`config.mk`:
```
export PLATFORM = sky130hd
export DESIGN_NAME = txrst_ctl_top
export DESIGN_NICKNAME = d
export VERILOG_FILES = /design/src/source/txrst_pkg.sv /design/src/source/txrst_status_if.sv /design/src/source/txrst_status_sync.sv /design/src/source/txrst_speed_chg_srst.sv /design/src/source/txrst_reset_sm.sv /design/src/source/txrst_bond_dist.sv /design/src/source/txrst_ctl_top.sv
export VERILOG_INCLUDE_DIRS = /design/src /design/src/source
export SDC_FILE = /design/constraint.sdc
export NUM_CORES = 1
export LEC_CHECK = 0
export BUFFER_PORTS_ARGS = -buffer_cell sky130_fd_sc_hd__buf_4
export CAP_MARGIN = 20
export CORE_MARGIN = 3
export CORE_UTILIZATION = 50
export CTS_BUF_LIST = sky130_fd_sc_hd__clkbuf_4
export DETAILED_ROUTE_END_ITERATION = 7
export HOLD_SLACK_MARGIN = 0.02
export PLACE_DENSITY_LB_ADDON = 0.12
export SLEW_MARGIN = 40
export SYNTH_ARGS = -nofsm -noshare
export SYNTH_HDL_FRONTEND = slang
export SYNTH_SLANG_ARGS = --single-unit
```
`constraint.sdc`:
```
create_clock -name tx_clock_hrdrst_rx_osc_clk -period 2.3 [get_ports tx_clock_hrdrst_rx_osc_clk]
set_input_delay 0.46 -clock tx_clock_hrdrst_rx_osc_clk [delete_from_list [all_inputs] [get_ports tx_clock_hrdrst_rx_osc_clk]]
set_output_delay 0.46 -clock tx_clock_hrdrst_rx_osc_clk [all_outputs]
set_load 0.05 [all_outputs]
```
`src/source/txrst_settings.svh`:
```
/* Tx hard reset settings */

`ifndef TXRST_SETTINGS_SVH
`define TXRST_SETTINGS_SVH

//****************************************
// Synchronizer
//****************************************

// Flops per status synchronizer chain
`define TXRST_SYNC_STAGES 3

//****************************************
// Speed change FIFO reset
//****************************************

// Counter wide enough for one delay or pulse phase
`define TXRST_SRST_CNT_W 6
// Cycles of delay and cycles of pulse
`define TXRST_SRST_PULSE_LEN 64

//****************************************
// Bonding master select codes
//****************************************

`define TXRST_MASTER_LOCAL 2'd0
`define TXRST_MASTER_UP 2'd1
// Code 3 falls back to local
`define TXRST_MASTER_DOWN 2'd2

`endif

```
`src/source/txrst_pkg.sv`:
```
/* Tx hard reset types */

`include "txrst_settings.svh"

package txrst_pkg;

	// Bonding master selection
	typedef logic [1:0] master_sel_t;

	// Speed change delay and pulse counter
	typedef logic [`TXRST_SRST_CNT_W-1:0] srst_cnt_t;

	//****************************************
	// Reset sequence states
	//****************************************
	typedef enum logic [2:0]
	{
		// Idle until transfer requested
		wait_tx_transfer_req = 3'b000,
		// DCD calibration requested
		send_tx_dcd_cal_req = 3'b001,
		// Waiting on remote DLL
		wait_remote_tx_dll_lock = 3'b010,
		// Waiting on alignment and FIFO
		wait_remote_tx_align_done = 3'b011,
		// Transfer running
		tx_transfer_en = 3'b100
	} tx_rst_state_t;

endpackage

```
`src/source/txrst_status_if.sv`:
```
/* Synchronized status bundle */

`timescale 1ns/1ns

interface txrst_status_if;

	// ASN DLL lock enable, resets high
	logic dll_lock_en;
	// ASN FIFO hold, starts speed change
	logic fifo_hold;
	// Tx FIFO ready
	logic tx_fifo_ready;
	// Combined DCD calibration done
	logic cal_done;

	// Synchronizer side
	modport sync_src
	(
		output dll_lock_en,
		output fifo_hold,
		output tx_fifo_ready,
		output cal_done
	);

	// Reset state machine side
	modport sm_sink
	(
		input dll_lock_en,
		input tx_fifo_ready,
		input cal_done
	);

	// Speed change pulse side
	modport asn_sink
	(
		input fifo_hold
	);

endinterface

```
`src/source/txrst_status_sync.sv`:
```
/* Status synchronizers */

`timescale 1ns/1ns
`include "txrst_settings.svh"

module txrst_status_sync
(
	input logic tx_clock_hrdrst_rx_osc_clk,
	input logic tx_reset_hrdrst_rx_osc_clk_rst_n,
	input logic rx_asn_dll_lock_en,
	input logic rx_asn_fifo_hold,
	input logic tx_fifo_ready,
	input logic cal_done_comb,
	input logic cal_req_sel,
	output logic aib_cal_req,
	txrst_status_if.sync_src status
);

	//****************************************
	// Chain layout
	//****************************************

	// Bit order: cal_req, cal_done, fifo_ready, fifo_hold, dll_lock_en
	localparam int NUM_SYNC = 5;
	// Only the DLL lock chain comes up high
	localparam logic [NUM_SYNC-1:0] SYNC_RST_VAL = 5'b00001;

	// Raw inputs gathered side by side
	logic [NUM_SYNC-1:0] sync_in;
	// Stage 0 samples the raw inputs
	logic [`TXRST_SYNC_STAGES-1:0][NUM_SYNC-1:0] sync_q;
	// Last stage, stable in this domain
	logic [NUM_SYNC-1:0] sync_out;

	assign sync_in = {cal_req_sel, cal_done_comb, tx_fifo_ready, rx_asn_fifo_hold,
		rx_asn_dll_lock_en};

	//****************************************
	// Shift registers
	//****************************************
	always_ff @(posedge tx_clock_hrdrst_rx_osc_clk)
	begin
		if (!tx_reset_hrdrst_rx_osc_clk_rst_n)
		begin
			sync_q <= {`TXRST_SYNC_STAGES{SYNC_RST_VAL}};
		end
		else
		begin
			// Shift one stage deeper per cycle
			sync_q <= {sync_q[`TXRST_SYNC_STAGES-2:0], sync_in};
		end
	end

	assign sync_out = sync_q[`TXRST_SYNC_STAGES-1];

	// Fan out to consumers
	assign status.dll_lock_en = sync_out[0];
	assign status.fifo_hold = sync_out[1];
	assign status.tx_fifo_ready = sync_out[2];
	assign status.cal_done = sync_out[3];

	// Calibration request retimed before leaving to AIB
	assign aib_cal_req = sync_out[4];

endmodule

```
`src/source/txrst_speed_chg_srst.sv`:
```
/* Speed change FIFO reset */

`timescale 1ns/1ns
`include "txrst_settings.svh"

module txrst_speed_chg_srst
(
	input logic tx_clock_hrdrst_rx_osc_clk,
	input logic tx_reset_hrdrst_rx_osc_clk_rst_n,
	txrst_status_if.asn_sink status,
	output logic speed_chg_srst
);

	import txrst_pkg::*;

	// Final count of each phase, all ones
	localparam srst_cnt_t CNT_LAST = srst_cnt_t'(`TXRST_SRST_PULSE_LEN - 1);

	// Previous FIFO hold for edge detect
	logic fifo_hold_q;
	// Rising edge of FIFO hold
	logic fifo_hold_rise;
	// Delay phase before the pulse
	logic srst_dly;
	// Shared phase counter
	srst_cnt_t srst_cnt;
	logic cnt_done;

	// No restart while a pulse is still out
	assign fifo_hold_rise = status.fifo_hold & ~fifo_hold_q & ~speed_chg_srst;
	assign cnt_done = (srst_cnt == CNT_LAST);

	//****************************************
	// Delay and pulse phases
	//****************************************

	// Pulse long enough for the slowest FIFO clock to sample it
	always_ff @(posedge tx_clock_hrdrst_rx_osc_clk)
	begin
		if (!tx_reset_hrdrst_rx_osc_clk_rst_n)
		begin
			fifo_hold_q <= 1'b0;
			srst_dly <= 1'b0;
			speed_chg_srst <= 1'b0;
			srst_cnt <= '0;
		end
		else
		begin
			fifo_hold_q <= status.fifo_hold;
			// Delay holds until counter wraps
			srst_dly <= fifo_hold_rise | (srst_dly & ~cnt_done);
			// Pulse takes over as delay ends
			speed_chg_srst <= (srst_dly & cnt_done) | (speed_chg_srst & ~cnt_done);
			// Counter runs through both phases, wraps between them
			if (srst_dly || speed_chg_srst)
			begin
				srst_cnt <= srst_cnt + 1'b1;
			end
			else
			begin
				srst_cnt <= '0;
			end
		end
	end

endmodule

```
`src/source/txrst_reset_sm.sv`:
```
/* Tx reset state machine */

`timescale 1ns/1ns

module txrst_reset_sm
(
	input logic tx_clock_hrdrst_rx_osc_clk,
	input logic tx_reset_hrdrst_rx_osc_clk_rst_n,
	input logic avmm_hrdrst_fabric_osc_transfer_en,
	input logic r_tx_hrdrst_rst_sm_dis,
	input logic r_tx_hrdrst_user_ctl_en,
	input logic r_tx_hrdrst_dcd_cal_done_bypass,
	input logic sr_hssi_tx_dcd_cal_done,
	input logic sr_hssi_tx_dll_lock,
	input logic sr_hssi_tx_transfer_en,
	txrst_status_if.sm_sink status,
	output logic cal_req,
	output logic fifo_srst,
	output logic cal_done,
	output logic transfer_en
);

	import txrst_pkg::*;

	tx_rst_state_t state_q;
	tx_rst_state_t state_d;

	// Parked in idle, SM disabled or user in control
	logic sm_hold;

	// Unregistered outputs decoded from state
	logic cal_req_d;
	logic fifo_srst_d;
	logic cal_done_d;
	logic transfer_en_d;

	assign sm_hold = ~avmm_hrdrst_fabric_osc_transfer_en | r_tx_hrdrst_rst_sm_dis
		| r_tx_hrdrst_user_ctl_en;

	//****************************************
	// State register
	//****************************************
	always_ff @(posedge tx_clock_hrdrst_rx_osc_clk)
	begin
		if (!tx_reset_hrdrst_rx_osc_clk_rst_n)
		begin
			state_q <= wait_tx_transfer_req;
		end
		else if (sm_hold)
		begin
			state_q <= wait_tx_transfer_req;
		end
		else
		begin
			state_q <= state_d;
		end
	end

	//****************************************
	// Next state and output decode
	//****************************************
	always_comb
	begin
		state_d = state_q;
		cal_req_d = 1'b0;
		fifo_srst_d = 1'b1;
		cal_done_d = 1'b0;
		transfer_en_d = 1'b0;
		case (state_q)
			wait_tx_transfer_req:
			begin
				// Local cal idle, remote ready for a new request
				if (sr_hssi_tx_dcd_cal_done && status.dll_lock_en && !status.cal_done)
				begin
					state_d = send_tx_dcd_cal_req;
				end
			end
			send_tx_dcd_cal_req:
			begin
				cal_req_d = 1'b1;
				if (status.cal_done || r_tx_hrdrst_dcd_cal_done_bypass)
				begin
					state_d = wait_remote_tx_dll_lock;
				end
			end
			wait_remote_tx_dll_lock:
			begin
				cal_req_d = 1'b1;
				cal_done_d = 1'b1;
				if (sr_hssi_tx_dll_lock)
				begin
					state_d = wait_remote_tx_align_done;
				end
			end
			wait_remote_tx_align_done:
			begin
				cal_req_d = 1'b1;
				// FIFO out of reset for alignment
				fifo_srst_d = 1'b0;
				if (sr_hssi_tx_transfer_en && status.tx_fifo_ready)
				begin
					state_d = tx_transfer_en;
				end
			end
			tx_transfer_en:
			begin
				cal_req_d = 1'b1;
				fifo_srst_d = 1'b0;
				transfer_en_d = 1'b1;
				// Remote drop or DLL relock restarts the sequence
				if (!sr_hssi_tx_transfer_en || !status.dll_lock_en)
				begin
					state_d = wait_tx_transfer_req;
				end
			end
			default:
			begin
				state_d = wait_tx_transfer_req;
			end
		endcase
	end

	//****************************************
	// Registered outputs
	//****************************************
	always_ff @(posedge tx_clock_hrdrst_rx_osc_clk)
	begin
		if (!tx_reset_hrdrst_rx_osc_clk_rst_n)
		begin
			cal_req <= 1'b0;
			// FIFO held in reset from the start
			fifo_srst <= 1'b1;
			cal_done <= 1'b0;
			transfer_en <= 1'b0;
		end
		else
		begin
			cal_req <= cal_req_d;
			fifo_srst <= fifo_srst_d;
			cal_done <= cal_done_d;
			transfer_en <= transfer_en_d;
		end
	end

endmodule

```
`src/source/txrst_bond_dist.sv`:
```
/* Calibration bonding distribution */

`timescale 1ns/1ns
`include "txrst_settings.svh"

module txrst_bond_dist
(
	input logic cal_req,
	input logic aib_fabric_tx_dcd_cal_done,
	input logic pld_aib_fabric_tx_dcd_cal_req,
	input logic usermode_in,
	input logic r_tx_hrdrst_user_ctl_en,
	input logic r_tx_dist_master_sel,
	input logic r_tx_ds_last_chnl,
	input logic r_tx_us_last_chnl,
	input logic r_tx_bonding_dft_in_en,
	input logic r_tx_bonding_dft_in_value,
	input txrst_pkg::master_sel_t r_tx_master_sel,
	input logic bond_tx_hrdrst_ds_in_fabric_tx_dcd_cal_done,
	input logic bond_tx_hrdrst_us_in_fabric_tx_dcd_cal_done,
	input logic bond_tx_hrdrst_ds_in_fabric_tx_dcd_cal_req,
	input logic bond_tx_hrdrst_us_in_fabric_tx_dcd_cal_req,
	output logic bond_tx_hrdrst_ds_out_fabric_tx_dcd_cal_done,
	output logic bond_tx_hrdrst_us_out_fabric_tx_dcd_cal_done,
	output logic bond_tx_hrdrst_ds_out_fabric_tx_dcd_cal_req,
	output logic bond_tx_hrdrst_us_out_fabric_tx_dcd_cal_req,
	output logic cal_req_sel,
	output logic cal_done_comb
);

	// Bond inputs after DFT override
	logic ds_in_done;
	logic us_in_done;
	logic ds_in_req;
	logic us_in_req;
	// Done seen from each side, last channel terminated
	logic done_chnl_down;
	logic done_chnl_up;
	// Fabric request, valid only in user mode
	logic user_cal_req;

	//****************************************
	// DFT override of bonding inputs
	//****************************************
	assign ds_in_done = r_tx_bonding_dft_in_en ? r_tx_bonding_dft_in_value
		: bond_tx_hrdrst_ds_in_fabric_tx_dcd_cal_done;
	assign us_in_done = r_tx_bonding_dft_in_en ? r_tx_bonding_dft_in_value
		: bond_tx_hrdrst_us_in_fabric_tx_dcd_cal_done;
	assign ds_in_req = r_tx_bonding_dft_in_en ? r_tx_bonding_dft_in_value
		: bond_tx_hrdrst_ds_in_fabric_tx_dcd_cal_req;
	assign us_in_req = r_tx_bonding_dft_in_en ? r_tx_bonding_dft_in_value
		: bond_tx_hrdrst_us_in_fabric_tx_dcd_cal_req;

	//****************************************
	// Request distribution
	//****************************************

	// Master drives both ways, others relay through
	assign bond_tx_hrdrst_us_out_fabric_tx_dcd_cal_req = r_tx_dist_master_sel ? cal_req : ds_in_req;
	assign bond_tx_hrdrst_ds_out_fabric_tx_dcd_cal_req = r_tx_dist_master_sel ? cal_req : us_in_req;

	assign user_cal_req = usermode_in & pld_aib_fabric_tx_dcd_cal_req;

	// Request source for this channel
	always_comb
	begin
		if (r_tx_hrdrst_user_ctl_en)
		begin
			cal_req_sel = user_cal_req;
		end
		else
		begin
			case (r_tx_master_sel)
				`TXRST_MASTER_UP: cal_req_sel = us_in_req;
				`TXRST_MASTER_DOWN: cal_req_sel = ds_in_req;
				// Local and spare code
				default: cal_req_sel = cal_req;
			endcase
		end
	end

	//****************************************
	// Done combining
	//****************************************
	assign done_chnl_down = r_tx_ds_last_chnl | ds_in_done;
	assign done_chnl_up = r_tx_us_last_chnl | us_in_done;

	// Whole bonded group done
	assign cal_done_comb = aib_fabric_tx_dcd_cal_done & done_chnl_up & done_chnl_down;

	// Each side passes on what it got from the far side
	assign bond_tx_hrdrst_us_out_fabric_tx_dcd_cal_done = aib_fabric_tx_dcd_cal_done & done_chnl_down;
	assign bond_tx_hrdrst_ds_out_fabric_tx_dcd_cal_done = aib_fabric_tx_dcd_cal_done & done_chnl_up;

endmodule

```
`src/source/txrst_ctl_top.sv`:
```
/* Tx hard reset control top */

`timescale 1ns/1ns
`include "txrst_settings.svh"

module txrst_ctl_top
(
	input logic tx_clock_hrdrst_rx_osc_clk,
	input logic tx_reset_hrdrst_rx_osc_clk_rst_n,
	input logic nfrzdrv_in,
	input logic pr_channel_freeze_n,
	input logic usermode_in,
	input logic pld_aib_fabric_tx_dcd_cal_req,
	input logic pld_fabric_tx_fifo_srst,
	input logic aib_fabric_tx_dcd_cal_done,
	input logic bond_tx_hrdrst_ds_in_fabric_tx_dcd_cal_done,
	input logic bond_tx_hrdrst_us_in_fabric_tx_dcd_cal_done,
	input logic bond_tx_hrdrst_ds_in_fabric_tx_dcd_cal_req,
	input logic bond_tx_hrdrst_us_in_fabric_tx_dcd_cal_req,
	input logic avmm_hrdrst_fabric_osc_transfer_en,
	input logic sr_hssi_tx_dcd_cal_done,
	input logic sr_hssi_tx_dll_lock,
	input logic sr_hssi_tx_transfer_en,
	input logic rx_asn_dll_lock_en,
	input logic rx_asn_fifo_hold,
	input logic tx_fifo_ready,
	input logic r_tx_hrdrst_rst_sm_dis,
	input logic r_tx_hrdrst_dcd_cal_done_bypass,
	input logic r_tx_hrdrst_user_ctl_en,
	input txrst_pkg::master_sel_t r_tx_master_sel,
	input logic r_tx_dist_master_sel,
	input logic r_tx_ds_last_chnl,
	input logic r_tx_us_last_chnl,
	input logic r_tx_bonding_dft_in_en,
	input logic r_tx_bonding_dft_in_value,
	output logic tx_hrdrst_tx_fifo_srst,
	output logic tx_hrdrst_fabric_tx_dcd_cal_done,
	output logic tx_hrdrst_fabric_tx_transfer_en,
	output logic aib_fabric_tx_dcd_cal_req,
	output logic pld_fabric_tx_transfer_en,
	output logic pld_aib_fabric_tx_dcd_cal_done,
	output logic bond_tx_hrdrst_ds_out_fabric_tx_dcd_cal_done,
	output logic bond_tx_hrdrst_us_out_fabric_tx_dcd_cal_done,
	output logic bond_tx_hrdrst_ds_out_fabric_tx_dcd_cal_req,
	output logic bond_tx_hrdrst_us_out_fabric_tx_dcd_cal_req
);

	// Synchronized status bundle
	txrst_status_if status_i ();

	logic sm_cal_req;
	logic sm_fifo_srst;
	logic cal_req_sel;
	logic cal_done_comb;
	logic speed_chg_srst;
	// Freeze active, PLD outputs forced high
	logic frz_force;

	//****************************************
	// Instances
	//****************************************
	txrst_status_sync sync_i
	(
		.tx_clock_hrdrst_rx_osc_clk(tx_clock_hrdrst_rx_osc_clk),
		.tx_reset_hrdrst_rx_osc_clk_rst_n(tx_reset_hrdrst_rx_osc_clk_rst_n),
		.rx_asn_dll_lock_en(rx_asn_dll_lock_en),
		.rx_asn_fifo_hold(rx_asn_fifo_hold),
		.tx_fifo_ready(tx_fifo_ready),
		.cal_done_comb(cal_done_comb),
		.cal_req_sel(cal_req_sel),
		.aib_cal_req(aib_fabric_tx_dcd_cal_req),
		.status(status_i.sync_src)
	);

	txrst_reset_sm sm_i
	(
		.tx_clock_hrdrst_rx_osc_clk(tx_clock_hrdrst_rx_osc_clk),
		.tx_reset_hrdrst_rx_osc_clk_rst_n(tx_reset_hrdrst_rx_osc_clk_rst_n),
		.avmm_hrdrst_fabric_osc_transfer_en(avmm_hrdrst_fabric_osc_transfer_en),
		.r_tx_hrdrst_rst_sm_dis(r_tx_hrdrst_rst_sm_dis),
		.r_tx_hrdrst_user_ctl_en(r_tx_hrdrst_user_ctl_en),
		.r_tx_hrdrst_dcd_cal_done_bypass(r_tx_hrdrst_dcd_cal_done_bypass),
		.sr_hssi_tx_dcd_cal_done(sr_hssi_tx_dcd_cal_done),
		.sr_hssi_tx_dll_lock(sr_hssi_tx_dll_lock),
		.sr_hssi_tx_transfer_en(sr_hssi_tx_transfer_en),
		.status(status_i.sm_sink),
		.cal_req(sm_cal_req),
		.fifo_srst(sm_fifo_srst),
		.cal_done(tx_hrdrst_fabric_tx_dcd_cal_done),
		.transfer_en(tx_hrdrst_fabric_tx_transfer_en)
	);

	txrst_speed_chg_srst speed_chg_i
	(
		.tx_clock_hrdrst_rx_osc_clk(tx_clock_hrdrst_rx_osc_clk),
		.tx_reset_hrdrst_rx_osc_clk_rst_n(tx_reset_hrdrst_rx_osc_clk_rst_n),
		.status(status_i.asn_sink),
		.speed_chg_srst(speed_chg_srst)
	);

	txrst_bond_dist bond_i
	(
		.cal_req(sm_cal_req),
		.aib_fabric_tx_dcd_cal_done(aib_fabric_tx_dcd_cal_done),
		.pld_aib_fabric_tx_dcd_cal_req(pld_aib_fabric_tx_dcd_cal_req),
		.usermode_in(usermode_in),
		.r_tx_hrdrst_user_ctl_en(r_tx_hrdrst_user_ctl_en),
		.r_tx_dist_master_sel(r_tx_dist_master_sel),
		.r_tx_ds_last_chnl(r_tx_ds_last_chnl),
		.r_tx_us_last_chnl(r_tx_us_last_chnl),
		.r_tx_bonding_dft_in_en(r_tx_bonding_dft_in_en),
		.r_tx_bonding_dft_in_value(r_tx_bonding_dft_in_value),
		.r_tx_master_sel(r_tx_master_sel),
		.bond_tx_hrdrst_ds_in_fabric_tx_dcd_cal_done(bond_tx_hrdrst_ds_in_fabric_tx_dcd_cal_done),
		.bond_tx_hrdrst_us_in_fabric_tx_dcd_cal_done(bond_tx_hrdrst_us_in_fabric_tx_dcd_cal_done),
		.bond_tx_hrdrst_ds_in_fabric_tx_dcd_cal_req(bond_tx_hrdrst_ds_in_fabric_tx_dcd_cal_req),
		.bond_tx_hrdrst_us_in_fabric_tx_dcd_cal_req(bond_tx_hrdrst_us_in_fabric_tx_dcd_cal_req),
		.bond_tx_hrdrst_ds_out_fabric_tx_dcd_cal_done(bond_tx_hrdrst_ds_out_fabric_tx_dcd_cal_done),
		.bond_tx_hrdrst_us_out_fabric_tx_dcd_cal_done(bond_tx_hrdrst_us_out_fabric_tx_dcd_cal_done),
		.bond_tx_hrdrst_ds_out_fabric_tx_dcd_cal_req(bond_tx_hrdrst_ds_out_fabric_tx_dcd_cal_req),
		.bond_tx_hrdrst_us_out_fabric_tx_dcd_cal_req(bond_tx_hrdrst_us_out_fabric_tx_dcd_cal_req),
		.cal_req_sel(cal_req_sel),
		.cal_done_comb(cal_done_comb)
	);

	//****************************************
	// Freeze forcing
	//****************************************
	assign frz_force = ~(nfrzdrv_in & pr_channel_freeze_n);
	assign pld_fabric_tx_transfer_en = frz_force | tx_hrdrst_fabric_tx_transfer_en;
	assign pld_aib_fabric_tx_dcd_cal_done = frz_force | aib_fabric_tx_dcd_cal_done;

	//****************************************
	// FIFO reset source
	//****************************************

	// Master uses its own SM, slaves follow the ASN speed change
	// Spare code counts as local
	assign tx_hrdrst_tx_fifo_srst = r_tx_hrdrst_user_ctl_en ? pld_fabric_tx_fifo_srst
		: (r_tx_master_sel == `TXRST_MASTER_UP || r_tx_master_sel == `TXRST_MASTER_DOWN)
		? speed_chg_srst : sm_fifo_srst;

endmodule

```
Yosys cells after proc, flatten, opt, wreduce, memory -nomap -nowiden. Cells that the tools add are included. Widths: inputs -> output; s select.

Equality and inequality tests: 12. Bitwise operators: 24. Multiplexer cells: 20. Add/subtract/negate cells: 1. Reduce and logical (&&, ||, !) cells: 16.

Operator list (count): $mux 3 (5); $pmux 3 s5 (1); $mux 1 (13); $and 1x1->1 (10); $ne 2x1->1 const B (4); $or 1x1->1 (8); $add 6x1->6 const B (1); $eq 3x2->1 const B (2); $eq 6x6->1 const B (1); $not 1->1 (6); $reduce_and 5->1 (1); $logic_or 1x1->1 (4); $reduce_or 2->1 (2); $reduce_or 4->1 (1); $eq 3x1->1 const B (1); $eq 3x3->1 const B (1); $logic_and 1x1->1 (3); $logic_not 1->1 (3); $logic_not 3->1 (1); $eq 2x1->1 const B (1); $eq 2x2->1 const B (1); $ne 2x2->1 const B (1); $pmux 1 s2 (1); $reduce_and 2->1 (1).

Flip-flop bits (word level): 31. Input port bits: 29. Output and inout port bits: 10.

Longest topological paths before layout.
Depth in word-level cells: 4. Depth in mapped cells: 5.

Cells and area by module. From an unflattened synthesis, not the netlist that was laid out.

Cell total of the unflattened synthesis: 125. Area, all modules: 1252.5 µm².

Modules (own cells, without submodules): txrst_status_sync (cells an instance 31, area each 415.4 µm², times used 1, sequential area each 300.3 µm²); txrst_speed_chg_srst (cells an instance 34, area each 325.3 µm², times used 1, sequential area each 180.2 µm²); txrst_reset_sm (cells an instance 32, area each 307.8 µm², times used 1, sequential area each 140.1 µm²); txrst_bond_dist (cells an instance 22, area each 161.4 µm², times used 1, sequential area each 0.0 µm²); txrst_ctl_top (cells an instance 6, area each 42.5 µm², times used 1, sequential area each 0.0 µm²).

Worst setup path after synthesis. Ideal clock, no wire load.

Path kind: in2out. Start: input port r_tx_master_sel[0]. End: output port tx_hrdrst_tx_fifo_srst. Required time: 1.840 ns. Arrival time: 2.006 ns. Buffers on the path: 0. Path slack: -0.166 ns. Stages on the path: 4. Path through: inv_1 ha_1 mux2i_1 o21ai_0.

Longest elaborated chain between the ends: 4. Elaborated cells on any way between the ends: 5. Classes of those cells: eq/ne (2); mux (2); reduce/logical (1).

RTL lines: from (decl) (line txrst_ctl_top.sv:30) `input txrst_pkg::master_sel_t r_tx_master_sel,`; $eq 2x1->1 / $eq 2x2->1 (equally long branches); $logic_or 1x1->1 (no line) (*); $mux 1 (*) (line txrst_ctl_top.sv:140) `` : (r_tx_master_sel == `TXRST_MASTER_UP || r_tx_master_sel == `TXRST_MASTER_DOWN) ``; $mux 1 (*) (line txrst_ctl_top.sv:139) `assign tx_hrdrst_tx_fifo_srst = r_tx_hrdrst_user_ctl_en ? pld_fabric_tx_fifo_srst`; to (decl) (line txrst_ctl_top.sv:36) `output logic tx_hrdrst_tx_fifo_srst,`.

Every way passes the cells marked *; elsewhere a longest branch is shown, timed or not.

Worst setup path after layout. Ends and elaborated chain as after synthesis.

==> results by group <==
Synthesis
  • Sequential share of the synthesized area: approximately half
  • Yosys warns: 0
  • Syn nets: 160
  • Yosys reg bits: 31
  • Cell variety after synth: 35
  • Post-synth ARST share: 0%
  • Synth Flop Type: dfxtp_1
  • Number of enable flip-flop cells after synthesis: 0
  • Post-Syn Area: about 1200 um2
  • Syn_area_per_cell: approximately 9.6 um2
  • Syn Inst Count: around 130

Floorplan
  • Io pins: 39
  • Die height: 55.7 um
  • Die footprint: 3100 um2
  • # rows: 17
  • Placeable Area: about 2300 um2
  • Die width: roughly 56 um
  • Initial Util: a little over half

STA
  • Slew @ Worst Pin: approximately 0.45 ns
  • Min Tclk post-route: 1.84 ns
  • Final period util: 80.0%
  • TNS Setup: 0 ns
  • Max Slew Vio Count: 0
  • Final setup fails: 0
  • Clock Skew: 0.00452 ns
  • Fin. Hold Viols: 0
  • RSZ-0062 raised after global routing: no
  • Setup WS post-layout: ~0.46 ns
  • Max_slew headroom: roughly 70%
  • Max Clock Freq: ~0.54 GHz

Worst setup path
  • Critical path class: in -> out
  • Reg2Reg Setup Slack: 1.00 ns
  • Critical Path Start: r_tx_master_sel[0]
  • Reg2reg end: sm_i.state_q[0]$_SDFFE_PP0P_
  • Capture point of the critical path: tx_hrdrst_tx_fifo_srst
  • CP top delay family: adder cells
  • Most frequent CP cell: buf_4
  • Critical path capture point type: output pin
  • R2R depth: 4
  • Largest stage delay, worst path: 0.33 ns
  • Critical path startpoint category: input port
  • Worst Path Required: between 1.5 and 2 ns
  • WP buf/inv: 3
  • Worst EP arrival: 1.38 ns
  • CP Depth: 6
  • R2R Path Start: sm_i.state_q[0]$_SDFFE_PP0P_
  • Slowest CP cell: ha_1
  • Critical-path cell list: buf_4 > inv_1 > ha_1 > mux2i_1 > o21ai_1 > buf_4
  • Worst Path Max Fanout: 3

Global routing
  • GRT Util Overall: between 10% and 20%
  • First-pass GRT wire length: between 4000 and 5000 um
  • Vias in the first global route: approximately 1000
  • GR Overflow Total: 0
  • Antenna violations before repair: 0
  • Largest net degree at the start of global routing: 23

Clock network
  • Max clock buf depth: 2
  • Clock sink total: 31
  • Post-CTS Setup Bufs: 0
  • Hold-fix buffers at CTS: 0
  • CTS Buf Count: 5
  • TritonCTS clock tree: yes
  • Root buffer selected by CTS: clkbuf_4
  • Worst-Skew Late Latency: 0.32 ns
  • Clk slew on worst S/H paths: around 0.090 ns
  • Post-cts resize count: 0
  • H-tree depth: 2

Placement
  • Port Buf Inserts: 38
  • Placed cell area: around 1500 um2
  • Worst slack at placement: between 0.4 and 0.5 ns
  • Final GP Congestion: 0.799
  • Cell Count Post-Placement: 191
  • Final HPWL DP: about 1900 um

Finish
  • Filler instances: roughly 170
  • Post-route cell area: around 1600 um2
  • Ant diodes: 0
  • Layout cells sized above 1: just under 30%
  • Fin nets: just over 200
  • Post-Layout Cell Count: 199
  • Area Overhead vs Synth: 33.2%

Routing
  • Initial drt markers: 24
  • Routed wire per std cell: 13.0 um
  • WL final: roughly 2600 um
  • Initial DRT Pass Iterations: 4
  • Number of routed nets with antenna violations: 0
  • DR DRC count: 0
  • Via density: 5.20
  • Vias: about 1000

Run status
  • Run status: complete, no violations

Pwr
  • VDD IR-drop max: around 0.00049 V
  • Pleak: between 0.7 and 0.8 nW
  • Power per cell area: approximately 740 nW/um2
  • Tot Pwr: ~1.2 mW

Worst hold path
  • Worst hold path type: in -> reg

Run
  • Max Cap Viol: 0
## sequential cells by signal (all words and copies together), names as in the netlist, 3 cells and up, named ones only
| signal | cells |
|---|---|
| sync_i.sync_q | 10 |
| sync_i.sync_out | 5 |
| sm_i.state_q | 3 |
| speed_chg_i.srst_cnt | 6 |
## how the worst min path moves through the flow
stage / start / to / slack, ns / depth (start not counted)
after floorplan: sync_i.sync_q[5]$_SDFF_PN1_ / sync_i.sync_out[0]$_SDFF_PN1_ / 0.39 / 1
after global placement: sync_i.sync_q[5]$_SDFF_PN1_ / sync_i.sync_out[0]$_SDFF_PN1_ / 0.39 / 1
after detailed placement: sync_i.sync_q[0]$_SDFF_PN1_ / sync_i.sync_q[5]$_SDFF_PN1_ / 0.40 / 1
after CTS: rx_asn_dll_lock_en / sync_i.sync_q[0]$_SDFF_PN1_ / 0.30 / 2
after global routing: rx_asn_dll_lock_en / sync_i.sync_q[0]$_SDFF_PN1_ / 0.30 / 2
final: rx_asn_dll_lock_en / sync_i.sync_q[0]$_SDFF_PN1_ / 0.31 / 2
## synthesized netlist by cell type (2+ instances only)
cell      instances  area share, %
nor3b_1           2            1.2
xor2_1            2            1.4
nand3b_1          2            1.2
nand4_1           2            1.0
clkbuf_1          2           0.61
nand2b_1          4            2.0
o21ai_0           4            1.6
nor2b_1           5            2.5
ha_1              3            3.0
nand2_1           4            1.2
inv_1             4            1.2
and2_1           13            6.6
mux2i_1           3            2.4
nor3_1            2           0.81
mux2_2            2            1.8
xnor2_1           2            1.4
nor2_1           17            5.2
nand3_1           6            2.4
and3_1            3            1.5
dfxtp_1          31             50
## area by class of cell
cell class	count	area [um2]	area share, %
Inverter	4	15.0	0.913
Clock inverter	2	60.1	3.65
Clock buffer	6	45.0	2.74
Multi-Input combinational cell	90	584	35.5
Sequential cell	31	621	37.7
Timing Repair Buffer	38	285	17.3
Tap cell	28	35.0	2.13
## layout by cell type (no fill, tap or decap), types with 4 or more instances in the layout
cell	n
inv_1	4
nor2_1	17
nand3_1	6
nand2b_1	4
and2_1	13
dfxtp_1	31
nand2_1	4
clkbuf_4	6
nor2b_1	5
buf_4	38
## routing by layer
layer  vias up  wire (um)  track usage (%)
li1        516          -                -
met1       477       1020             18.5
met2        35       1310             32.1
met3         7        217             7.19
met4         0         46             7.64
met5         -          0                0
## through the flow
stage / hold slack, ns / util (%)
global route: 0.302 / 72.3
finish: 0.311 / 72.3
detailed placement: 0.397 / 67.7
floorplan: 0.386 / -
global placement: 0.391 / 67.7
CTS: 0.296 / 72.3
## where the power goes
group          internal (mW)  total [mW]  switching, mW
combinational         0.0649       0.134         0.0692
sequential             0.549       0.554        0.00490
clock                  0.351       0.533          0.182
## cells by family (layout without fill, tap and decap cells)
kind of cell	count (synthesis)	count (layout)	share of synthesized area, %
flops	31	31	50.3
fa+ha+maj	3	3	3.04
xor+xnor	4	4	2.84
mux	5	5	4.26
compound gates	13	13	7.40
simple gates	65	65	29.8
buf+inv	7	50	2.43
Note: power is estimated with default switching activity, not from simulation.
